## src/design/xcorr_cfg.svh

```systemverilog
// Cross-correlation TDOA configuration: frame size, lag range, sample width and peak threshold
`ifndef XCORR_CFG_SVH
`define XCORR_CFG_SVH

// Samples per frame and per channel
`define XC_NUM_SAMPLES 64

// Largest absolute lag in samples
`define XC_MAX_LAGS 4

// Number of lags from -XC_MAX_LAGS to +XC_MAX_LAGS
`define XC_NUM_LAGS (2 * `XC_MAX_LAGS + 1)

// Width of one signed microphone sample
`define XC_SAMPLE_BITS 12

// Correlator peers sharing the sample buffer
`define XC_NUM_PAIRS 2

// A maximum below this is not reported as a peak
`define XC_MIN_CORR 1

`endif

```

## src/design/xcorrPkg.sv

```systemverilog
// Shared vector types and state encodings of the TDOA estimator
`include "xcorr_cfg.svh"

package xcorrPkg;

    // One signed microphone sample
    typedef logic signed [`XC_SAMPLE_BITS-1:0] sampleT;

    // Three samples of one time step, mic0 in the low bits
    typedef logic [3*`XC_SAMPLE_BITS-1:0] frameWordT;

    typedef logic [$clog2(`XC_NUM_SAMPLES)-1:0] addrT;

    // Product bits, accumulation bits and one guard bit
    typedef logic signed [2*`XC_SAMPLE_BITS+$clog2(`XC_NUM_SAMPLES):0] corrT;

    // Lag plus XC_MAX_LAGS
    typedef logic [$clog2(`XC_NUM_LAGS)-1:0] lagIdxT;

    typedef enum logic [1:0] {sIdle, sCorrelate, sReport} ctrlStateT;

    typedef enum logic [1:0] {cIdle, cReadRef, cReadOther, cDone} corrStateT;

endpackage

```

## src/design/sampleBuffer.sv

```systemverilog
// Sample buffer: one frame of three-channel words, one write port, one registered read port
`timescale 1ns/1ps
`include "xcorr_cfg.svh"

module sampleBuffer (
    input  logic                clk50M,
    input  logic                wrEn,
    input  xcorrPkg::addrT      wrAddr,
    input  xcorrPkg::frameWordT wrData,
    input  logic                rdEn,
    input  xcorrPkg::addrT      rdAddr,
    output xcorrPkg::frameWordT rdData
);

    import xcorrPkg::*;

    frameWordT mem [`XC_NUM_SAMPLES];

    // Frame collection fills the memory
    always_ff @(posedge clk50M) begin
        if (wrEn) begin
            mem[wrAddr] <= wrData;
        end
    end

    // Data appears the cycle after the arbiter grant
    always_ff @(posedge clk50M) begin
        if (rdEn) begin
            rdData <= mem[rdAddr];
        end
    end

endmodule

```

## config.mk

```make
export PLATFORM = sky130hd
export DESIGN_NAME = sampleBuffer
export DESIGN_NICKNAME = d
export VERILOG_FILES = /design/src/design/xcorrPkg.sv /design/src/design/sampleBuffer.sv
export VERILOG_INCLUDE_DIRS = /design/src /design/src/design
export SDC_FILE = /design/constraint.sdc
export NUM_CORES = 2
export LEC_CHECK = 0
export ABC_CLOCK_PERIOD_IN_PS = 4800
export BUFFER_PORTS_ARGS = -buffer_cell sky130_fd_sc_hd__buf_2
export CAP_MARGIN = 20
export CORE_MARGIN = 8
export CORE_UTILIZATION = 40
export DETAILED_ROUTE_END_ITERATION = 16
export SLEW_MARGIN = 0
export SYNTH_ARGS = -nofsm -noshare
export SYNTH_HDL_FRONTEND = slang
export SYNTH_SLANG_ARGS = --single-unit
```

## constraint.sdc

```tcl
create_clock -name clk50M -period 4.8 [get_ports clk50M]
set_clock_uncertainty 0.05 [all_clocks]
set_input_delay 0.24 -clock clk50M [delete_from_list [all_inputs] [get_ports clk50M]]
set_output_delay 0.24 -clock clk50M [all_outputs]
set_load 0.01 [all_outputs]
```

==> out/metrics.yaml <==
synth:
  synthArstFlopShare_pct: 0
  synthTopCellsByArea: "edfxtp_1 80%, mux4_2 14%, o22ai_1 0.87%"
  yosysMostFrequentCell: "edfxtp_1"
  ys_seq_elements: 2340
  yosys_warnings: 0
  syn_nets: 3831
  synth.avg_cell_area_um2: 23.4
  synth_area_mm2: 0.0883
  synth_top_area_share_pct: 79.5
  yosysUniqueCellTypes: 36
  synth-edff-count: 2340
  synthCells: 3780
  synth_top_cell_by_area: "edfxtp_1"
  dominantRegCellSynth: "edfxtp_1"
  synth_seq_area_share_pct: 79.5
  ys_top_cells_by_count: "2340 x edfxtp_1, 556 x mux4_2, 123 x o22ai_1, 101 x nor2_1, 89 x clkbuf_1"
min_path:
  hp-start: "wrData[3]"
  hold_depth: 2
  hold_class: "in2reg"
detailed_routing:
  wl_per_cell_um: 31.4
  via_per_inst: 5.83
  dr.first_iter.drc_count: 4713
  drt_wl_total_um: 226000
  vias: 41900
  post-route-drc-count: 0
  dr.pass1.iters: 5
  ant_nets: 0
sta:
  setup_violations: 0
  period_needed_ps: 2930
  fin_ws_ps: 1870
  tightest_slew_ps: 1160
  relSlewSlack_pct: 22.0
  final-hold-violation-count: 0
  timing.hold.ws_ps: 5.81
  drv_slew: 0
  max_freq_mhz: 341
  post-route-period-util_pct: 61.1
  rsz0062_at_grt: "no"
  finalSetupTns_ps: 0
global_routing:
  grt_pass1_wl_um: 320000
  grt_overflow: 0
  grt_start_max_net_pins: 90
  antenna_found_initial: 12
  grt_pass1_vias: 42500
  grt_usage_pct: 18.7
critical_path:
  critPathSlowestCell: "nor2_4"
  critical_path.max_stage_delay_ps: 840
  rr_worst_depth: 4
  cp.arrival_ps: 3360
  end_kind: "flop"
  worstPathRequired_ps: 5230
  critPathLaunchType: "primary input"
  path_cells: "dlygate4sd3_1 -> buf_2 -> nor2_1 -> nand3_1 -> nor2_4 -> buf_4"
  critPathKind: "in2reg"
  crit_start: "wrAddr[2]"
  rr_startpoint: "mem[31][7]$_DFFE_PP_"
  cp_max_fo: 24
  r2r_slack_ps: 2550
run_status:
  status: "completed"
floorplan:
  std_cell_rows: 172
  initial_utilization_pct: 40.2
  die-area_mm2: 0.236
  ioPinCount: 87
  coreArea_mm2: 0.220
  die_w_um: 486
  dieHeight_um: 486
finish:
  area_growth_pct: 14.5
  fillerInstances: 18000
  drive_gt1_share_pct: 28.5
  final_util_pct: 46.1
  nets: 4181
power_and_ir_drop:
  leakage_nw: 31.1
  p_per_area_mw_per_mm2: 410
  peakVddDrop_uv: 288
clock_tree:
  cts_tree: "yes"
  clock_latency_ps: 860
  cts.path.max_buffers: 3
  clk_pin_slew_ps: 60
  cts_setup_buffers: 0
  cts_resized: 0
  cts_sinks: 2340
  cts_root_buf: "clkbuf_16"
  cts-buffers-inserted: 224
  h-tree-depth: 4
  cts_hold_buf: 13
placement:
  portBuffers: 86
  dp_slack_ps: 1080
  hpwl_um: 131000
  place_congestion: 0.772
job:
  maxCapViolCount: 0
==> logic make-up (layout without fill, tap and decap cells) <==
logic type,Yosys count,count (layout),share of synthesized area (%)
simple gates,278,278,1.56
other cells,0,7,0
mux,634,634,15.1
compound gates,316,316,2.59
flops,2340,2340,79.5
buf+inv,212,735,1.23
==> flip-flops by register name, indices dropped and copies added (netlist names) <==
register  cells
rdData       36
mem        2304
==> cell usage in the layout, fill, tap and decap left out, types with 42 or more instances in the layout <==
cell type	count
edfxtp_1	2340
nor2_4	62
buf_2	87
nand3_1	45
clkinv_1	52
clkbuf_1	64
buf_4	173
o22ai_1	123
mux2i_1	71
clkbuf_16	231
mux4_2	556
a22oi_1	76
a211oi_1	42
==> report_power, final <==
group          internal [mW]  switching [mW]
registers               22.7          0.0701
clock network           9.25            7.41
logic                  0.775            1.28
total                   32.7            8.76
==> through the flow <==
stage | instances | total power [mW] | area, um2
2_1_floorplan | 3780 | 24.2 | 88300
3_3_place_gp | 6720 | 25.2 | 93500
3_5_place_dp | 6726 | 25.2 | 93600
4_1_cts | 7138 | 41.7 | 101000
5_1_grt | 7176 | 42.6 | 101000
6_report | 7181 | 41.5 | 101000
==> path summary, 6_finish.rpt <==
path / endpoint
setup / recovery: mem[33][11]$_DFFE_PP_
setup reg to reg: rdData[7]$_DFFE_PP_
hold / removal: mem[48][3]$_DFFE_PP_
hold reg to reg: rdData[19]$_DFFE_PP_
==> layer usage <==
layer	routed length (um)	share of wire [%]	vias up	global-route usage [%]
met1	93900	42	22900	26.1
li1	-	-	17000	-
met4	6850	3.0	0	5.59
met3	14300	6.3	323	2.63
met5	0	0	-	0
met2	111000	49	1647	30.7
==> final cells by class <==
class	count	area [um2]	area share [%]
Sequential cell	2340	70300	69.5
Multi-Input combinational cell	1228	17500	17.3
Clock buffer	295	6020	5.95
Tap cell	2871	3590	3.55
Timing Repair Buffer	336	2960	2.92
Clock inverter	104	793	0.784
Antenna cell	7	17.5	0.0173
==> worst max-delay path, delay by kind of cell <==
kind	cells	cell delay [ps]
simple gates	3	1630
buf+inv	3	1410
Power figures use the tool's default switching activity.
