===== src/design/xcorr_cfg.svh =====
// Cross-correlation TDOA configuration: frame size, lag range, sample width and peak threshold
`ifndef XCORR_CFG_SVH
`define XCORR_CFG_SVH

// Samples per frame and per channel
`define XC_NUM_SAMPLES 64

// Largest absolute lag in samples
`define XC_MAX_LAGS 4

// Number of lags from -XC_MAX_LAGS to +XC_MAX_LAGS
`define XC_NUM_LAGS (2 * `XC_MAX_LAGS + 1)

// Width of one signed microphone sample
`define XC_SAMPLE_BITS 12

// Correlator peers sharing the sample buffer
`define XC_NUM_PAIRS 2

// A maximum below this is not reported as a peak
`define XC_MIN_CORR 1

`endif


===== src/design/xcorrPkg.sv =====
// Shared vector types and state encodings of the TDOA estimator
`include "xcorr_cfg.svh"

package xcorrPkg;

    // One signed microphone sample
    typedef logic signed [`XC_SAMPLE_BITS-1:0] sampleT;

    // Three samples of one time step, mic0 in the low bits
    typedef logic [3*`XC_SAMPLE_BITS-1:0] frameWordT;

    typedef logic [$clog2(`XC_NUM_SAMPLES)-1:0] addrT;

    // Product bits, accumulation bits and one guard bit
    typedef logic signed [2*`XC_SAMPLE_BITS+$clog2(`XC_NUM_SAMPLES):0] corrT;

    // Lag plus XC_MAX_LAGS
    typedef logic [$clog2(`XC_NUM_LAGS)-1:0] lagIdxT;

    typedef enum logic [1:0] {sIdle, sCorrelate, sReport} ctrlStateT;

    typedef enum logic [1:0] {cIdle, cReadRef, cReadOther, cDone} corrStateT;

endpackage


===== src/design/tdoaControl.sv =====
// TDOA control for frame collection and for sequencing correlation, peak search and result report
`timescale 1ns/1ps
`include "xcorr_cfg.svh"

module tdoaControl (
    input  logic           clk50M,
    input  logic           arstN,
    input  logic           sampleValid,
    output logic           wrEn,
    output xcorrPkg::addrT wrAddr,
    output logic           corrStart,
    input  logic           peakDone01,
    input  logic           peakDone02,
    output logic           busy,
    output logic           delayValid
);

    import xcorrPkg::*;

    localparam addrT LAST_ADDR = addrT'(`XC_NUM_SAMPLES - 1);

    ctrlStateT state;
    logic      got01;
    logic      got02;
    logic      bothDone;
    logic      lastWrite;

    assign busy       = (state == sCorrelate);
    assign delayValid = (state == sReport);

    // Strobes while busy are dropped
    assign wrEn      = sampleValid && !busy;
    assign lastWrite = wrEn && (wrAddr == LAST_ADDR);
    assign bothDone  = (got01 || peakDone01) && (got02 || peakDone02);

    always_ff @(posedge clk50M or negedge arstN) begin
        if (!arstN) begin
            state     <= sIdle;
            wrAddr    <= '0;
            corrStart <= 1'b0;
            got01     <= 1'b0;
            got02     <= 1'b0;
        end else begin
            corrStart <= 1'b0;
            // Wraps to zero after the last word
            if (wrEn) begin
                wrAddr <= wrAddr + 1'b1;
            end
            case (state)
                sIdle: begin
                    if (lastWrite) begin
                        corrStart <= 1'b1;
                        got01     <= 1'b0;
                        got02     <= 1'b0;
                        state     <= sCorrelate;
                    end
                end
                sCorrelate: begin
                    if (peakDone01) begin
                        got01 <= 1'b1;
                    end
                    if (peakDone02) begin
                        got02 <= 1'b1;
                    end
                    if (bothDone) begin
                        state <= sReport;
                    end
                end
                sReport: state <= sIdle;
                default: state <= sIdle;
            endcase
        end
    end

    // The write counter rests at word zero for the whole of processing
    noWriteWhenBusy: assert property (@(posedge clk50M) disable iff (!arstN)
        busy |-> (wrAddr == '0));

endmodule


===== config.mk =====
export PLATFORM = sky130hd
export DESIGN_NAME = tdoaControl
export DESIGN_NICKNAME = d
export VERILOG_FILES = /design/src/design/xcorrPkg.sv /design/src/design/tdoaControl.sv
export VERILOG_INCLUDE_DIRS = /design/src /design/src/design
export SDC_FILE = /design/constraint.sdc
export NUM_CORES = 1
export LEC_CHECK = 0
export BUFFER_PORTS_ARGS = -buffer_cell sky130_fd_sc_hd__buf_2
export CAP_MARGIN = 20
export CORE_AREA = 2 2 39 41
export DETAILED_ROUTE_END_ITERATION = 7
export DIE_AREA = 0 0 41 43
export GPL_ROUTABILITY_DRIVEN = 0
export PLACE_DENSITY = 0.54
export SLEW_MARGIN = 20
export SYNTH_ARGS = -nofsm -noshare
export SYNTH_HDL_FRONTEND = slang
export SYNTH_SLANG_ARGS = --single-unit

===== constraint.sdc =====
create_clock -name clk50M -period 4 [get_ports clk50M]
set_input_delay 0.8 -clock clk50M [delete_from_list [all_inputs] [get_ports clk50M]]
set_output_delay 0.8 -clock clk50M [all_outputs]
set_load 0.02 [all_outputs]

==> run metrics <==
status complete, no violations; initial antenna violation count 0; fin util 0.420; nets 65; grt total ovfl 0; Clock transition at path regs 0.07 ns; CTS sink count 11; CP arrival 1.38 ns; top cells by area, synth dfrtp_1, xnor2_1, nand2_1; largest net degree at the start of global routing 12; total power 0.414 mW; maximum vdd drop 0.296 mV; Synth async-reset ratio 1.00; via count 341; Avg Inst Size Synth 11.6 µm²; critical-path maximum fanout 6; r2r endpoint got02; CP max stage cell dfrtp_1; Tcrit/Tclk final 0.546; drt pass-1 iters 4; Clock Latency Late Sink 0.26 ns; all-layer global routing usage 0.115; final setup TNS 0 ns; Port Buf Inserts 14; CP peak stage delay 0.39 ns; max-slew violations 0; Mapped Cells 40; drt wl/cell 11.3 µm; crit start category flip-flop; dominant cell type by area after synthesis dfrtp_1; Slew headroom 0.831; DP HPWL 614 µm; Synth Area in Compound Gates 0.0512; Final Skew 0.00151 ns; post-synthesis adder-cell area fraction 0.0270; sequential fraction of the synthesis area 0.593; CTS root buffer clkbuf_4; largest family of logic cells by synthesized area simple AND/OR/NAND/NOR gates; Final Hold Vio Count 0; f_max 0.458 GHz; Initial Util 0.335; first-pass GRT wire length 1320 µm; Routed Wire Length 833 µm; Crit path required time 3.20 ns; number of global-route vias before repair 305; most common flop cell mapped by yosys dfrtp_1; leakage 0.322 nW; mux cell area share after synthesis 0.0243; Post-synth top cells dfrtp_1, nand2_1, inv_1, xnor2_1; CORE AREA 1380 µm²; diode count 0; CP Cell Sequence or2b_2 -> inv_1 -> buf_2; TritonCTS clock tree yes; pwr/cell area 713 nW/µm²; Comb pwr share 0.351; Rows 14; PostCTS Resize Cnt 0; Die Area 1760 µm²; cell depth of the worst setup path 3; Setup-failing EPs final 0; sw frac 0.385; Die X 41 µm; Max-Cap Viols 0; vias per cell 4.61; Worst Hold Class input port to asynchronous set/reset pin; most common cell in the synthesized netlist dfrtp_1; simple-gate share of the synthesized area 0.186; YS warnings 0; hold buffers post-CTS 0; Worst R2R Start wrAddr[0]; Worst Path Buf+Inv 2; crit end category output port; share of the synthesized area in the top cell type 0.593; area growth from synthesis to layout 25.1%; FF-to-FF path depth 4; Routed Antenna Nets 0; post-synth net total 46; Residual DRC 0; CP top delay family flip-flops; post-synthesis cell area 464 µm²; switching pwr 0.159 mW; H-tree Lvls 1; XOR/XNOR Fraction of Synth Area 0.0943; #FFs+latches synth 11; Die Ht 43 µm; unrepaired setup endpoints after global routing no; Max Buffers Root-to-Sink 2; post-layout min period 2.18 ns; post-synth cell types 17; share of layout cells above drive strength 1 0.345; number of flops mapped to enable cells by yosys 0; internal power 0.255 mW; # Post-CTS Setup Buffers 0; DR iter-0 viols 6; WS Path Type flip-flop to output port; Clk pwr share 0.184; Seq pwr share 0.465; r2r setup slk 2.41 ns; Worst Tran Pin Value 0.253 ns; Num CTS Buffers 3; Fillers 144; io pins 15
-- power groups by stage --
stage          logic [mW]  clock network [mW]  registers, mW
6_report            0.145              0.0760          0.192
5_1_grt             0.160              0.0839          0.200
4_1_cts             0.147              0.0787          0.193
3_5_place_dp        0.147                   0          0.195
3_3_place_gp        0.147                   0          0.194
2_1_floorplan      0.0638                   0          0.226
-- metrics by stage --
stage                     area [µm²]  cells  setup WS [ns]  hold WS [ns]
after floorplan                  464     40           2.17         0.466
after global placement           554     70           1.97         0.481
after detailed placement         554     70           1.97         0.482
after CTS                        581     74           1.81         0.398
after global routing             581     74           1.75         0.399
final                            581     74           1.82         0.392
-- cell usage in the layout, fill, tap and decap left out, drive strengths merged --
| cell type | netlist | layout |
|---|---|---|
| xor2 | 2 | 2 |
| or2b | 1 | 1 |
| xnor2 | 3 | 3 |
| clkbuf | 0 | 4 |
| nand3 | 2 | 2 |
| buf | 0 | 14 |
| nand4 | 2 | 2 |
| ha | 1 | 1 |
| a22o | 2 | 2 |
| and3 | 1 | 1 |
| o22ai | 1 | 1 |
| nor2 | 2 | 2 |
| dfrtp | 11 | 11 |
| nor3 | 1 | 1 |
| nor2b | 1 | 1 |
| nand2 | 5 | 5 |
| inv | 3 | 3 |
| mux2 | 1 | 1 |
| or4 | 1 | 1 |
-- kinds of logic after synthesis --
logic type,Yosys count
AND/OR/NAND/NOR,16
flip-flops,11
XOR/XNOR,5
AO/OA/AOI/OAI,3
buffers and inverters,3
multiplexers,1
adder cells (fa/ha/maj),1
-- worst max-delay path by stage --
stage	startpoint	to	slack [ns]
2_1_floorplan	sampleValid	wrEn	2.17
3_3_place_gp	sampleValid	wrEn	1.97
3_5_place_dp	sampleValid	wrEn	1.97
4_1_cts	state[1]	busy	1.81
5_1_grt	state[1]	busy	1.75
6_report	state[1]	busy	1.82
-- per-layer routing --
metal | track usage | vias to the layer above | part of all wire
li1 | - | 174 | -
met1 | 0.168 | 160 | 0.48
met2 | 0.141 | 7 | 0.47
met3 | 0.0471 | 0 | 0.047
met4 | 0.0600 | 0 | 0
met5 | 0 | - | 0
-- state kept, by name, summed over array words and instances (netlist names) --
register and flops:
got02 1, state 2, got01 1, corrStart 1, wrAddr 6
-- cell type report --
class / count / area [µm²] / share of cell area
Inverter: 3 / 11.3 / 0.0194
Timing Repair Buffer: 14 / 70.1 / 0.121
Tap cell: 16 / 20.0 / 0.0345
Multi-Input combinational cell: 26 / 178 / 0.306
Clock buffer: 4 / 26.3 / 0.0453
Sequential cell: 11 / 275 / 0.474
-- worst reg2reg max path: cells and delay by family, from the launching register on --
family	cells	cell delay, ns
and+or+nand+nor	2	0.66
DFF	1	0.42
AOI/OAI and AO/OA	1	0.20
adders and majority gates	1	0.19
(Power assumes the default switching activity.)
