===== config.mk =====
export PLATFORM = sky130hd
export DESIGN_NAME = crossCorrelator
export DESIGN_NICKNAME = d
export VERILOG_FILES = /design/src/design/xcorrPkg.sv /design/src/design/crossCorrelator.sv
export VERILOG_INCLUDE_DIRS = /design/src /design/src/design
export SDC_FILE = /design/constraint.sdc
export NUM_CORES = 1
export LEC_CHECK = 0
export ABC_AREA = 1
export ABC_CLOCK_PERIOD_IN_PS = 7960
export BUFFER_PORTS_ARGS = -buffer_cell sky130_fd_sc_hd__buf_2
export CAP_MARGIN = 20
export CORE_UTILIZATION = 25
export CTS_BUF_LIST = sky130_fd_sc_hd__clkbuf_2 sky130_fd_sc_hd__clkbuf_4 sky130_fd_sc_hd__clkbuf_8
export DETAILED_ROUTE_END_ITERATION = 8
export HOLD_SLACK_MARGIN = 0.06
export SETUP_SLACK_MARGIN = 0.5
export SLEW_MARGIN = 5
export SYNTH_ARGS = -nofsm -noshare
export SYNTH_HDL_FRONTEND = slang
export SYNTH_SLANG_ARGS = --single-unit

===== constraint.sdc =====
create_clock -name clk50M -period 7.96 [get_ports clk50M]
set_clock_uncertainty 0.05 [all_clocks]
set_input_delay 1.194 -clock clk50M [delete_from_list [all_inputs] [get_ports clk50M]]
set_output_delay 1.194 -clock clk50M [all_outputs]
set_load 0.05 [all_outputs]

===== src/design/xcorr_cfg.svh =====
// Cross-correlation TDOA configuration: frame size, lag range, sample width and peak threshold
`ifndef XCORR_CFG_SVH
`define XCORR_CFG_SVH

// Samples per frame and per channel
`define XC_NUM_SAMPLES 64

// Largest absolute lag in samples
`define XC_MAX_LAGS 4

// Number of lags from -XC_MAX_LAGS to +XC_MAX_LAGS
`define XC_NUM_LAGS (2 * `XC_MAX_LAGS + 1)

// Width of one signed microphone sample
`define XC_SAMPLE_BITS 12

// Correlator peers sharing the sample buffer
`define XC_NUM_PAIRS 2

// A maximum below this is not reported as a peak
`define XC_MIN_CORR 1

`endif


===== src/design/xcorrPkg.sv =====
// Shared vector types and state encodings of the TDOA estimator
`include "xcorr_cfg.svh"

package xcorrPkg;

    // One signed microphone sample
    typedef logic signed [`XC_SAMPLE_BITS-1:0] sampleT;

    // Three samples of one time step, mic0 in the low bits
    typedef logic [3*`XC_SAMPLE_BITS-1:0] frameWordT;

    typedef logic [$clog2(`XC_NUM_SAMPLES)-1:0] addrT;

    // Product bits, accumulation bits and one guard bit
    typedef logic signed [2*`XC_SAMPLE_BITS+$clog2(`XC_NUM_SAMPLES):0] corrT;

    // Lag plus XC_MAX_LAGS
    typedef logic [$clog2(`XC_NUM_LAGS)-1:0] lagIdxT;

    typedef enum logic [1:0] {sIdle, sCorrelate, sReport} ctrlStateT;

    typedef enum logic [1:0] {cIdle, cReadRef, cReadOther, cDone} corrStateT;

endpackage


===== src/design/crossCorrelator.sv =====
// Cross-correlator: accumulates mic0 times one other channel over all lags of a frame
`timescale 1ns/1ps
`include "xcorr_cfg.svh"

module crossCorrelator #(
    parameter int OTHER_CH = 1
) (
    input  logic                                  clk50M,
    input  logic                                  arstN,
    input  logic                                  corrStart,
    output logic                                  rdReq,
    output xcorrPkg::addrT                        rdAddr,
    input  logic                                  rdGrant,
    input  logic                                  rdValid,
    input  xcorrPkg::frameWordT                   rdData,
    output logic                                  corrDone,
    output xcorrPkg::corrT [`XC_NUM_LAGS-1:0]     corr
);

    import xcorrPkg::*;

    localparam addrT   LAST_ADDR = addrT'(`XC_NUM_SAMPLES - 1);
    localparam lagIdxT LAST_LAG  = lagIdxT'(`XC_NUM_LAGS - 1);

    corrStateT state;
    addrT      n;
    lagIdxT    lag;
    logic      waitData;
    sampleT    refSample;
    sampleT    otherSample;
    corrT      product;
    logic signed [7:0] otherPos;
    logic      otherInRange;
    logic      advance;

    assign otherSample = rdData[OTHER_CH*`XC_SAMPLE_BITS +: `XC_SAMPLE_BITS];
    assign product     = refSample * otherSample;

    // Position n+k of the other sample for the current lag
    assign otherPos     = $signed({2'b00, n}) + $signed({4'b0000, lag}) - 8'(`XC_MAX_LAGS);
    assign otherInRange = (otherPos >= 0) && (otherPos < `XC_NUM_SAMPLES);

    // Lag finished, either accumulated or outside the frame
    assign advance = (state == cReadOther) &&
                     (rdValid || (!rdReq && !waitData && !otherInRange));

    always_ff @(posedge clk50M or negedge arstN) begin
        if (!arstN) begin
            state    <= cIdle;
            n        <= '0;
            lag      <= '0;
            rdReq    <= 1'b0;
            rdAddr   <= '0;
            waitData <= 1'b0;
            corrDone <= 1'b0;
        end else begin
            corrDone <= 1'b0;
            if (rdReq && rdGrant) begin
                rdReq    <= 1'b0;
                waitData <= 1'b1;
            end
            case (state)
                cIdle: begin
                    if (corrStart) begin
                        n     <= '0;
                        lag   <= '0;
                        state <= cReadRef;
                    end
                end
                cReadRef: begin
                    if (!rdReq && !waitData) begin
                        rdReq  <= 1'b1;
                        rdAddr <= n;
                    end else if (rdValid) begin
                        waitData <= 1'b0;
                        lag      <= '0;
                        state    <= cReadOther;
                    end
                end
                cReadOther: begin
                    if (rdValid) begin
                        waitData <= 1'b0;
                    end else if (!rdReq && !waitData && otherInRange) begin
                        rdReq  <= 1'b1;
                        rdAddr <= otherPos[$bits(addrT)-1:0];
                    end
                    if (advance) begin
                        if (lag == LAST_LAG) begin
                            lag <= '0;
                            if (n == LAST_ADDR) begin
                                state <= cDone;
                            end else begin
                                n     <= n + 1'b1;
                                state <= cReadRef;
                            end
                        end else begin
                            lag <= lag + 1'b1;
                        end
                    end
                end
                cDone: begin
                    corrDone <= 1'b1;
                    state    <= cIdle;
                end
                default: state <= cIdle;
            endcase
        end
    end

    // Accumulators and reference sample
    always_ff @(posedge clk50M) begin
        if (corrStart) begin
            corr <= '0;
        end else if (state == cReadOther && rdValid) begin
            corr[lag] <= corr[lag] + product;
        end
        if (state == cReadRef && rdValid) begin
            refSample <= rdData[`XC_SAMPLE_BITS-1:0];
        end
    end

    addrHeld: assert property (@(posedge clk50M) disable iff (!arstN)
        rdReq && !rdGrant |=> rdReq && $stable(rdAddr));

endmodule


==> metrics.md <==
| Metric | Value |
|---|---|
| Vias in the first global route | 21039 |
| Req. time, crit path | 8.53 ns |
| Hpwl dp | 65.26 mm |
| Crit-path cells | inv_2 -> buf_4 -> a21oi_1 -> a22oi_1 -> o211ai_1 -> fa_1 -> inv_1 -> fa_1 -> fa_1 -> fa_1 -> ha_1 -> ha_1 -> a21oi_1 -> o21ai_0 -> a21oi_1 -> nand4_1 -> nand3_1 -> nand2_1 -> inv_1 |
| Max Root-Sink Buffers | 3 |
| TritonRoute pass-1 iters | 5 |
| Clock sink count | 312 |
| Crit path max-delay family | adder cells |
| Clock tree root buffer cell | clkbuf_8 |
| Global-route wire length before repair | 131.2 mm |
| # resized after CTS | 0 |
| Row count | 110 |
| Max cap viols | 0 |
| RSZ-0062 raised after global routing | no |
| Final wirelength | 87.14 mm |
| Num ports | 328 |
| Sequential cell area | 6476 um2 |
| Clk_lat worst skew | 0.67 ns |
| Multi-input logic area | 13280 um2 |
| Drt drc | 0 |
| Pin count of the biggest net entering global routing | 132 |
| TritonCTS clock tree | built |
| Vias per cell | 4.644 |
| Die Area | 93130 um2 |
| 1st-iter DRT viols | 1923 |
| Area added between synthesis and finish | 16.95% |
| Tot GR Track Use | 18.49% |
| Antenna violations before repair | 6 |
| Commonest cells after routing, fill and taps aside | 654 x inv_1, 483 x nand2_1, 315 x nor2_1 |
| Crit Path Category | register to register |
| Yosys Warn Count | 0 |
| Fill cells | 9923 |
| HP Class | register to register |
| Syn_nets | 3501 |
| Slew Limit Fails | 0 |
| Fin crit share | 83.23% |
| Critical Path Max Stage Delay | 0.60 ns |
| Outcome | finished, final reports clean |
| Cell mode on critical path | fa_1 |
| Sum Neg Setup Slack | 0 ns |
| Post-Syn Area | 22980 um2 |
| Die Ht | 305.2 um |
| RePlAce Congestion | 0.9246 |
| Die X | 305.2 um |
| Peak Freq | 0.1509 GHz |
| Worst Tran Pin Value | 1.072 ns |
| Worst setup EP type | register |
| # nets final | 3746 |
| Overflow after GRT | 0 |
| Port Buffer Count | 315 |
| Sequential fraction of the synthesis area | 28.16% |
| Layout cells sized above 1 | 14.65% |
| Starting Density | 25.37% |
| Commonest non-fill, non-tap cell in the layout | inv_1 |
| Area of the core | 90560 um2 |
| Worst rel slew slack | 28.54% |
| Htree depth | 2 |
| Antenna-violating nets left | 0 |
| Slowest cell on the critical path | fa_1 |
| EDFF count, synth | 12 |
| Setup bufs post-CTS | 0 |
| Wire per inst | 18.81 um |
| Synth Instances | 3165 |
| Final setup vio count | 0 |
| Via count | 21511 |
| Netlist cell types | 53 |
| Clock Pin Slew Worst Setup and Hold Paths | 0.06 ns |
| Startpoint Class | register |
| Ys async rst share | 6.731% |
| Ys flop type | dfxtp_1 |
| Num CTS Buffers | 57 |
| Arrival time at the worst endpoint | 7.20 ns |
| Seq cells post-synth | 312 |
| Crit path time final | 6.625 ns |
| Hold_buf cts | 0 |
| Max FO, Critical Path | 25 |
| Critical path buffer and inverter count | 4 |
| Avg Synthesized Cell Area | 7.261 um2 |
| Final Hold Violating Endpoints | 0 |
-- worst register-to-register path, delay by kind of cell (launching register included) --
kind | cells | cell delay, ns
fa+ha+maj | 6 | 2.68
compound gates | 6 | 1.49
flops | 1 | 0.57
simple gates | 3 | 0.93
buf+inv | 4 | 0.89
-- routing by layer --
metal	GRT usage, %	wire length [um]	vias up	part of all wire (%)
met2	29.05	38570	789	44
li1	-	-	10390	-
met4	6.626	3051	2	3.5
met5	0	11	-	0.013
met3	4.097	6943	147	8.0
met1	24.80	38570	10183	44
-- cells in the mapped netlist (all sizes together), types with 2 or more instances --
library cell / n / area, um2
xor2: 11 / 103.9
nor2: 323 / 1252
a22oi: 3 / 22.52
o211ai: 40 / 300.3
a21oi: 266 / 1343
inv: 666 / 2502
nand3: 205 / 1046
or2: 5 / 31.28
o21ai: 283 / 1420
nand2: 494 / 1882
o22ai: 8 / 50.05
fa: 192 / 3844
a211oi: 7 / 52.55
mux2i: 2 / 20.02
clkinv: 2 / 7.510
nor4: 2 / 12.51
xnor2: 3 / 26.28
nand4: 22 / 187.7
o21bai: 2 / 15.01
a31oi: 8 / 50.05
dfxtp: 279 / 5585
nor3: 10 / 60.06
dfrtp: 21 / 525.5
clkbuf: 95 / 356.6
a21o: 2 / 15.01
buf: 70 / 367.9
ha: 103 / 1289
a31o: 2 / 17.52
a221oi: 6 / 52.55
o221ai: 15 / 131.4
edfxtp: 12 / 360.4
-- path summary, 6_finish.rpt --
path                       startpoint         to  slack, ns  cells past startpoint
max in group asynchronous       arstN     lag[0]       6.97                      1
setup / recovery               lag[0]  corr[148]       1.34                     19
hold reg to reg             corr[251]  corr[251]       0.42                      2
hold / removal              corr[251]  corr[251]       0.42                      2
min in group asynchronous       arstN       n[3]       0.47                      1
setup reg to reg               lag[0]  corr[148]       1.34                     19
-- cells by family after synthesis --
group | synth area share, %
and+or+nand+nor | 19.53
buffers and inverters | 14.07
AOI/OAI and AO/OA | 15.25
DFF | 28.16
adders and majority gates | 22.33
xor gates and xnor gates | 0.5663
muxes | 0.08712
-- sequential cells by signal, summed over array words and instances (netlist names) --
name	count
lag	4
rdReq	1
waitData	1
corr	279
n	6
corrDone	1
refSample	12
rdAddr	6
state	2
-- cell type report --
cell class / count / share of cell area (%)
Antenna cell: 2 / 0.01862
Multi-Input combinational cell: 2020 / 49.43
Clock buffer: 89 / 4.185
Inverter: 668 / 9.339
Sequential cell: 312 / 24.10
Tap cell: 1176 / 5.475
Clock inverter: 14 / 0.5261
Timing Repair Buffer: 351 / 6.928
-- stage by stage --
stage	hold WS, ns	cell area [um2]	setup WS, ns	std cells	utilization, %
finish	0.4233	26870	1.335	4632	29.68
global route	0.4526	26870	0.9541	4631	29.67
floorplan	0.4208	22980	1.555	3165	-
global placement	0.4082	25600	0.7916	4527	28.27
CTS	0.4184	26870	1.383	4630	29.67
detailed placement	0.4096	25600	0.8105	4527	28.27
Power is left out: the tool's default activity adds up to more than one toggle a clock period on the data nets, which glitch-free logic cannot reach.
