## src/design/xcorr_cfg.svh

```systemverilog
// Cross-correlation TDOA configuration: frame size, lag range, sample width and peak threshold
`ifndef XCORR_CFG_SVH
`define XCORR_CFG_SVH

// Samples per frame and per channel
`define XC_NUM_SAMPLES 64

// Largest absolute lag in samples
`define XC_MAX_LAGS 4

// Number of lags from -XC_MAX_LAGS to +XC_MAX_LAGS
`define XC_NUM_LAGS (2 * `XC_MAX_LAGS + 1)

// Width of one signed microphone sample
`define XC_SAMPLE_BITS 12

// Correlator peers sharing the sample buffer
`define XC_NUM_PAIRS 2

// A maximum below this is not reported as a peak
`define XC_MIN_CORR 1

`endif

```

## src/design/xcorrPkg.sv

```systemverilog
// Shared vector types and state encodings of the TDOA estimator
`include "xcorr_cfg.svh"

package xcorrPkg;

    // One signed microphone sample
    typedef logic signed [`XC_SAMPLE_BITS-1:0] sampleT;

    // Three samples of one time step, mic0 in the low bits
    typedef logic [3*`XC_SAMPLE_BITS-1:0] frameWordT;

    typedef logic [$clog2(`XC_NUM_SAMPLES)-1:0] addrT;

    // Product bits, accumulation bits and one guard bit
    typedef logic signed [2*`XC_SAMPLE_BITS+$clog2(`XC_NUM_SAMPLES):0] corrT;

    // Lag plus XC_MAX_LAGS
    typedef logic [$clog2(`XC_NUM_LAGS)-1:0] lagIdxT;

    typedef enum logic [1:0] {sIdle, sCorrelate, sReport} ctrlStateT;

    typedef enum logic [1:0] {cIdle, cReadRef, cReadOther, cDone} corrStateT;

endpackage

```

## src/design/peakFinder.sv

```systemverilog
// Peak finder: picks the lag with the largest correlation and tests it against the threshold
`timescale 1ns/1ps
`include "xcorr_cfg.svh"

module peakFinder (
    input  logic                              clk50M,
    input  logic                              arstN,
    input  logic                              corrDone,
    input  xcorrPkg::corrT [`XC_NUM_LAGS-1:0] corr,
    output logic                              peakDone,
    output xcorrPkg::lagIdxT                  peakIdx,
    output logic                              peakFound
);

    import xcorrPkg::*;

    localparam lagIdxT LAST_LAG = lagIdxT'(`XC_NUM_LAGS - 1);

    logic   scanning;
    lagIdxT scanIdx;
    corrT   maxVal;
    lagIdxT maxIdx;
    logic   isGreater;
    corrT   nextMax;
    lagIdxT nextIdx;

    // Strictly greater keeps ties at the lowest index
    assign isGreater = corr[scanIdx] > maxVal;
    assign nextMax   = isGreater ? corr[scanIdx] : maxVal;
    assign nextIdx   = isGreater ? scanIdx : maxIdx;

    always_ff @(posedge clk50M or negedge arstN) begin
        if (!arstN) begin
            scanning  <= 1'b0;
            scanIdx   <= '0;
            peakDone  <= 1'b0;
            peakIdx   <= '0;
            peakFound <= 1'b0;
        end else begin
            peakDone <= 1'b0;
            if (corrDone) begin
                scanning <= 1'b1;
                scanIdx  <= '0;
            end else if (scanning) begin
                scanIdx <= scanIdx + 1'b1;
                if (scanIdx == LAST_LAG) begin
                    scanning  <= 1'b0;
                    peakDone  <= 1'b1;
                    peakIdx   <= nextIdx;
                    peakFound <= nextMax >= `XC_MIN_CORR;
                end
            end
        end
    end

    // Running maximum starts at the most negative value
    always_ff @(posedge clk50M) begin
        if (corrDone) begin
            maxVal <= {1'b1, {($bits(corrT)-1){1'b0}}};
            maxIdx <= '0;
        end else if (scanning) begin
            maxVal <= nextMax;
            maxIdx <= nextIdx;
        end
    end

    idxInRange: assert property (@(posedge clk50M) disable iff (!arstN)
        peakIdx <= LAST_LAG);

    // One lag per cycle, then the registered result
    fixedLatency: assert property (@(posedge clk50M) disable iff (!arstN)
        corrDone |-> ##10 peakDone);

endmodule

```

## config.mk

```make
export PLATFORM = sky130hd
export DESIGN_NAME = peakFinder
export DESIGN_NICKNAME = d
export VERILOG_FILES = /design/src/design/xcorrPkg.sv /design/src/design/peakFinder.sv
export VERILOG_INCLUDE_DIRS = /design/src /design/src/design
export SDC_FILE = /design/constraint.sdc
export NUM_CORES = 1
export LEC_CHECK = 0
export BUFFER_PORTS_ARGS = -buffer_cell sky130_fd_sc_hd__buf_2
export CAP_MARGIN = 10
export CORE_UTILIZATION = 30
export CTS_BUF_LIST = sky130_fd_sc_hd__clkbuf_8 sky130_fd_sc_hd__clkbuf_16
export CTS_CLUSTER_SIZE = 8
export DETAILED_ROUTE_END_ITERATION = 10
export GPL_ROUTABILITY_DRIVEN = 0
export SYNTH_ARGS = -nofsm -noshare
export SYNTH_HDL_FRONTEND = slang
export SYNTH_SLANG_ARGS = --single-unit
```

## constraint.sdc

```tcl
create_clock -name clk50M -period 4.28 [get_ports clk50M]
set_clock_uncertainty 0.1 [all_clocks]
set_input_delay 0 -clock clk50M [delete_from_list [all_inputs] [get_ports clk50M]]
set_output_delay 0 -clock clk50M [all_outputs]
set_load 0.005 [all_outputs]
```

==> results of run 1 <==
-- synth_stat cells, drive strengths merged, types with 2 or more instances --
cell type  count
buf           39
o31ai         22
nand3          6
a31oi         32
inv           37
dfrtp         11
o22ai          4
nor2          27
nor2b          2
dfxtp         35
nor3          30
nor4          44
xor2           2
and2           2
mux2i         85
mux2           8
ha            33
nand3b         2
clkbuf        23
nand4         13
or3            2
a22o          27
a21oi         20
nand2b         2
o21a           2
a21o           3
mux4          18
a221o         11
o21ai         23
a211oi         4
nand2         39
-- worst max-delay path: cells and delay by family (launching register included) --
family,cells,cell delay [ns]
AO/OA/AOI/OAI,3,0.70
adder cells (fa/ha/maj),1,0.49
buffers and inverters,3,0.62
flip-flops,1,0.60
multiplexers,2,0.45
AND/OR/NAND/NOR,5,0.97
-- kinds of logic (layout without fill, tap and decap cells) --
kind of cell,count (synthesis),count (layout)
simple gates,173,173
compound gates,157,157
mux,111,111
buf+inv,99,377
flops,46,46
fa+ha+maj,33,33
xor+xnor,3,3
other cells,0,2
-- power breakdown --
group | internal, uW | total (uW) | switching [uW]
logic | 868 | 1960 | 1090
registers | 572 | 693 | 120
clock network | 290 | 459 | 170
-- how the worst min path moves through the flow --
stage / start / end / slack, ns / depth (start not counted)
2_1_floorplan: arstN / peakDone / -0.40 / 0
3_3_place_gp: arstN / peakIdx[1] / -0.19 / 1
3_5_place_dp: arstN / peakIdx[1] / -0.19 / 1
4_1_cts: arstN / peakIdx[1] / 0.03 / 2
5_1_grt: arstN / peakIdx[1] / 0.05 / 2
6_report: arstN / peakIdx[1] / 0.02 / 2
-- state kept, by name, indices dropped and copies added, names as in the netlist --
| register | flops |
|---|---|
| peakFound | 1 |
| maxIdx | 4 |
| maxVal | 31 |
| peakDone | 1 |
| scanIdx | 4 |
| scanning | 1 |
| peakIdx | 4 |
-- final cells by class --
type                       count  area (um^2)  area share [%]
multi-input combinational    477         3940            53.5
antenna                        2         5.00          0.0680
clock buffer                   6          139            1.89
clock inverter                 2         33.8           0.459
timing repair buffer         332         1850            25.1
sequential                    46          981            13.3
tap                          225          282            3.82
inverter                      37          139            1.89
-- stage by stage --
stage	TNS [ns]	power (uW)
global route	-0.00995	3350
detailed placement	-0.113	2610
finish	0	3110
CTS	0	3070
floorplan	0	2050
global placement	0	2590
-- per-layer routing --
layer	GRT usage [%]	up-vias	share of wire (%)
met5	0	-	0.058
met4	9.86	2	3.8
met3	3.72	42	4.9
met2	41.0	216	50
met1	30.3	2914	42
li1	-	2970	-
-- timing repair --
action	in CTS	in global routing
pin swaps	0	0
endpoints found under the hold margin	11	0
setup endpoints to repair	5	40
setup buffers	0	1
resized for setup	1	14
hold buffers	1	0
==> key figures, run 1 <==
Setup path
  – CP arrival: between 4 and 5 ns
  – Worst Path Required: 4.32 ns
  – Reg2Reg Depth: 14
  – CP Launch Point: scanIdx[1]
  – Critical-path top delay cell: dfrtp_4
  – Reg2reg start: scanIdx[1]
  – Capture point of the worst path: maxVal[25]
  – Reg-to-reg critical path endpoint: maxVal[25]
  – Worst R2R Setup Slack: 0.18 ns
  – Critical path class: reg -> reg
  – Worst-path cell chain: buf_8 -> mux4_2 -> mux2i_1 -> o21ai_0 -> ha_1 -> nand3_2 -> or3_4 -> a211o_1 -> o211ai_2 -> nor3b_2 -> buf_4 -> buf_4 -> nor4_1 -> nor3_1
  – Setup crit end kind: flop
  – Max incr delay on CP: ~0.6 ns
  – CP max FO: 18
  – CP most frequent cell: buf_4
  – CP startpoint kind: flop

Routing
  – DRC viols: 0
  – Routed len/inst: ~20 um
  – Vias: 6144
  – ANT nets after route: 0
  – First drt pass iteration count: 5
  – 1st-iter DRT viols: 437
  – Final WL: ~22000 um
  – Post-DR vias/cell: 5.45

Yosys
  – Largest family of logic cells by synthesized area: multiplexers
  – Asr flop ratio synth: roughly a quarter
  – Post-synth EDFFs: 0
  – Post-Syn Instances: between 600 and 700
  – Synth Area in Adders: approximately 7.8%
  – Yosys top cell by area: mux2i_1
  – Mux share of post-synthesis cell area: approximately a quarter
  – Simple-gate portion of the synthesized area: between 15 and 20%
  – Syn Nets: 937
  – Main synth FF type: dfxtp_1
  – Unique masters post-synth: 54
  – Synth Warn #: 0
  – Mean post-synth cell area: around 8.5 um^2
  – Mapped cell area: 0.00531 mm^2
  – Xor/xnor share of the synthesized area: 0.495%
  – Register area share after synthesis: a little under a fifth
  – Synth Area in Compound Gates: 20.9%
  – Most area-consuming cells after synthesis: mux2i_1 16%, dfxtp_1 13%, ha_1 7.8%, mux4_2 7.6%, dfrtp_1 5.2%
  – Flop and latch count out of synthesis: 46
  – Synth top area share: between 10% and 20%

Timing
  – Fin crit share: 95.7%
  – # setup viols final: 0
  – Fin crit period: approximately 4 ns
  – RSZ-0062 raised after global routing: yes
  – Highest Clock Rate: 244 MHz
  – Worst slew margin: between 30% and 40%
  – Fin. Hold Viols: 0
  – Fin. max-slew vios: 0
  – WHS: roughly 0.023 ns
  – Worst slew pin tran: between 0.9 and 1 ns
  – PnR worst setup slack: ~0.18 ns

Placement
  – Cells after DPL: 1115
  – DP HPWL: 18400 um
  – Cell Area, Placed: between 0.007 and 0.008 mm^2
  – PortBufs: 287
  – Setup Slack @ Placement: -0.0567 ns

Clocking
  – CTS tree: yes
  – Clock Tree Root: clkbuf_16
  – Total CTS buffers: 5
  – CTS sink count: 46
  – Worst-Skew Late Latency: ~0.29 ns
  – Clk slew on worst S/H paths: about 0.070 ns
  – H-tree depth: 2
  – Max Root-Sink Buffers: 2

Finish
  – Fillers: about 1800
  – Final instance area: around 0.0074 mm^2
  – Commonest non-fill, non-tap cell in the layout: buf_2
  – Finished Layout Cells: approximately 1100
  – Area grow syn2layout: 38.8%
  – Final Util: around 43%
  – Most frequent cells in the layout: 287 x buf_2, 85 x mux2i_1, 43 x nor4_1, 39 x nand2_1, 38 x buf_4
  – Share of cells above drive strength 1: between 40% and 50%
  – Nets: 1214

GRT
  – Vias in the first global route: about 6000
  – Pin count of the biggest net entering global routing: 43
  – All-Layer GR Usage: 24.1%
  – Initial antenna violation count: 4
  – Gr ovfl total: 0
  – Global-route wire length before repair: 33200 um

Power
  – LEAKAGE: 0.00326 uW
  – Peak supply drop: between 0.0003 and 0.0004 V
  – Power Dens Cells: between 400 and 500 mW/mm^2

Floorplanning
  – Site Rows: between 40 and 50
  – Core area: between 0.015 and 0.02 mm^2
  – IO Pins: around 290
  – Height of the chip: ~130 um
  – Initial Util: between 30% and 40%
  – Die Wd: about 130 um
  – Die area: 0.0182 mm^2

Min path
  – Hold Crit Class: in -> async

Run
  – MaxCap Viol Count: 0

Outcome
  – Status: finished clean
(Power assumes the default switching activity.)
==> inputs of run 2 (changes only) <==
- CORE_UTILIZATION: 30 -> 40
- PLACE_DENSITY: not set -> 0.73
==> key figures, run 2 (synthesized netlist as in run 1, its figures left out) <==
Outcome
  – Status: finished clean

Routing
  – Post-DR vias/cell: slightly below 6
  – DRC viols: 0
  – Vias: between 6000 and 7000
  – Routed len/inst: a little over 20 um
  – Final WL: roughly 23000 um
  – ANT nets after route: 0
  – 1st-iter DRT viols: around 470
  – First drt pass iteration count: 5

Placement
  – Cell Area, Placed: just over 0.007 mm^2
  – PortBufs: 287
  – DP HPWL: between 15000 and 20000 um
  – Cells after DPL: ~1100
  – Setup Slack @ Placement: ~0.08 ns

GRT
  – Initial antenna violation count: 14
  – All-Layer GR Usage: about a third
  – Vias in the first global route: around 6000
  – Pin count of the biggest net entering global routing: 43
  – Gr ovfl total: 0
  – Global-route wire length before repair: between 30000 and 40000 um

Floorplanning
  – Site Rows: 41
  – Die Wd: ~120 um
  – Initial Util: 41.5%
  – Core area: ~0.013 mm^2
  – Die area: about 0.014 mm^2
  – Height of the chip: 117 um
  – IO Pins: between 200 and 300

Clocking
  – Max Root-Sink Buffers: 2
  – Total CTS buffers: 5
  – Worst-Skew Late Latency: 0.29 ns
  – Clock Tree Root: clkbuf_16
  – CTS tree: yes
  – Clk slew on worst S/H paths: about 0.070 ns
  – H-tree depth: 2
  – CTS sink count: between 40 and 50

Setup path
  – Worst Path Required: 4.34 ns
  – Reg2Reg Depth: 15
  – CP max FO: 31
  – Critical path class: reg -> reg
  – CP startpoint kind: flop
  – Reg2reg start: scanIdx[1]
  – Setup crit end kind: flop
  – Reg-to-reg critical path endpoint: peakFound
  – CP arrival: approximately 4.2 ns
  – Worst R2R Setup Slack: 0.17 ns

Timing
  – Highest Clock Rate: around 240 MHz
  – Fin crit period: between 4 and 5 ns
  – Fin. max-slew vios: 0
  – WHS: about 0.027 ns
  – # setup viols final: 0
  – Fin crit share: between 90% and 100%
  – PnR worst setup slack: 0.170 ns
  – Worst slew margin: 38.6%
  – Fin. Hold Viols: 0
  – Worst slew pin tran: around 0.92 ns

Finish
  – Final instance area: 0.00736 mm^2
  – Commonest non-fill, non-tap cell in the layout: buf_2
  – Nets: approximately 1200
  – Finished Layout Cells: ~1100
  – Fillers: around 1200
  – Largest register FFs: 31
  – Most frequent cells in the layout: 287 x buf_2, 85 x mux2i_1, 46 x buf_4, 43 x nor4_1, 39 x nand2_1
  – Reg with most FFs: maxVal
  – Share of cells above drive strength 1: approximately 45%
  – Area grow syn2layout: 38.6%

Power
  – LEAKAGE: 0.00328 uW
  – Peak supply drop: roughly 0.00029 V
  – Power Dens Cells: between 400 and 500 mW/mm^2

Run
  – MaxCap Viol Count: 0

Min path
  – Hold Crit Class: in -> async
## run 2: cell count changes in the layout (fill, tap and decap cells not counted), moves of 5 or more
cell,previous run,this run
o31ai_2,6,11
o31ai_1,15,10
buf_4,38,46
diode_2,2,15
## run 2: report_power, final
group	internal, uW	switching (uW)
clock	213	172
combinational	886	1100
sequential	572	123
total	1670	1390
## run 2: timing repair
item                                    CTS  global route
hold endpoints to repair                 11             0
gates resized for setup                   0            18
setup buffers                             0             1
endpoints found under the setup margin    0            40
hold buffers                              1             0
## run 2: how the worst max path moves through the flow
stage          startpoint         end  slack (ns)  depth (start not counted)
5_1_grt        scanIdx[1]  maxVal[10]       -0.02                         14
3_3_place_gp   scanIdx[1]  maxVal[11]        0.16                         14
4_1_cts        scanIdx[0]  maxVal[10]        0.04                         12
2_1_floorplan  scanIdx[0]   peakFound        0.59                         15
6_report       scanIdx[1]   peakFound        0.17                         15
3_5_place_dp   scanIdx[0]  maxVal[10]        0.08                         12
## run 2: metal layers
metal	global-route usage [%]	part of all wire, %
met5	0	0
met2	52.5	48
met1	37.6	37
met4	24.0	7.7
met3	4.99	7.5
## run 2: layout make-up
type	count	area [um^2]	area share, %
Multi-Input combinational cell	477	3950	53.7
Timing Repair Buffer	339	1890	25.7
Sequential cell	46	981	13.3
Tap cell	172	215	2.93
Inverter	37	139	1.89
Clock buffer	5	125	1.70
Antenna cell	15	37.5	0.510
Clock inverter	3	15.0	0.204
## run 2: critical path, cell delays in order, from the launching register on
cell and delay [ns]:
dfrtp_4 0.57, buf_12 0.25, buf_4 0.24, mux2i_1 0.10, a22o_1 0.23, o31ai_1 0.36, ha_1 0.23, a21oi_1 0.06
o21ai_0 0.37, a221oi_2 0.16, a2111oi_4 0.45, buf_4 0.21, o31ai_4 0.08, buf_4 0.21, a32oi_1 0.24, a21oi_1 0.09
## run 2: through the flow
step	utilization (%)	power (uW)	setup TNS, ns
6_report	57.6	3070	0
3_5_place_dp	55.4	2600	0
2_1_floorplan	-	2050	0
3_3_place_gp	55.4	2570	0
4_1_cts	56.6	2980	0
5_1_grt	57.6	3280	-0.0201
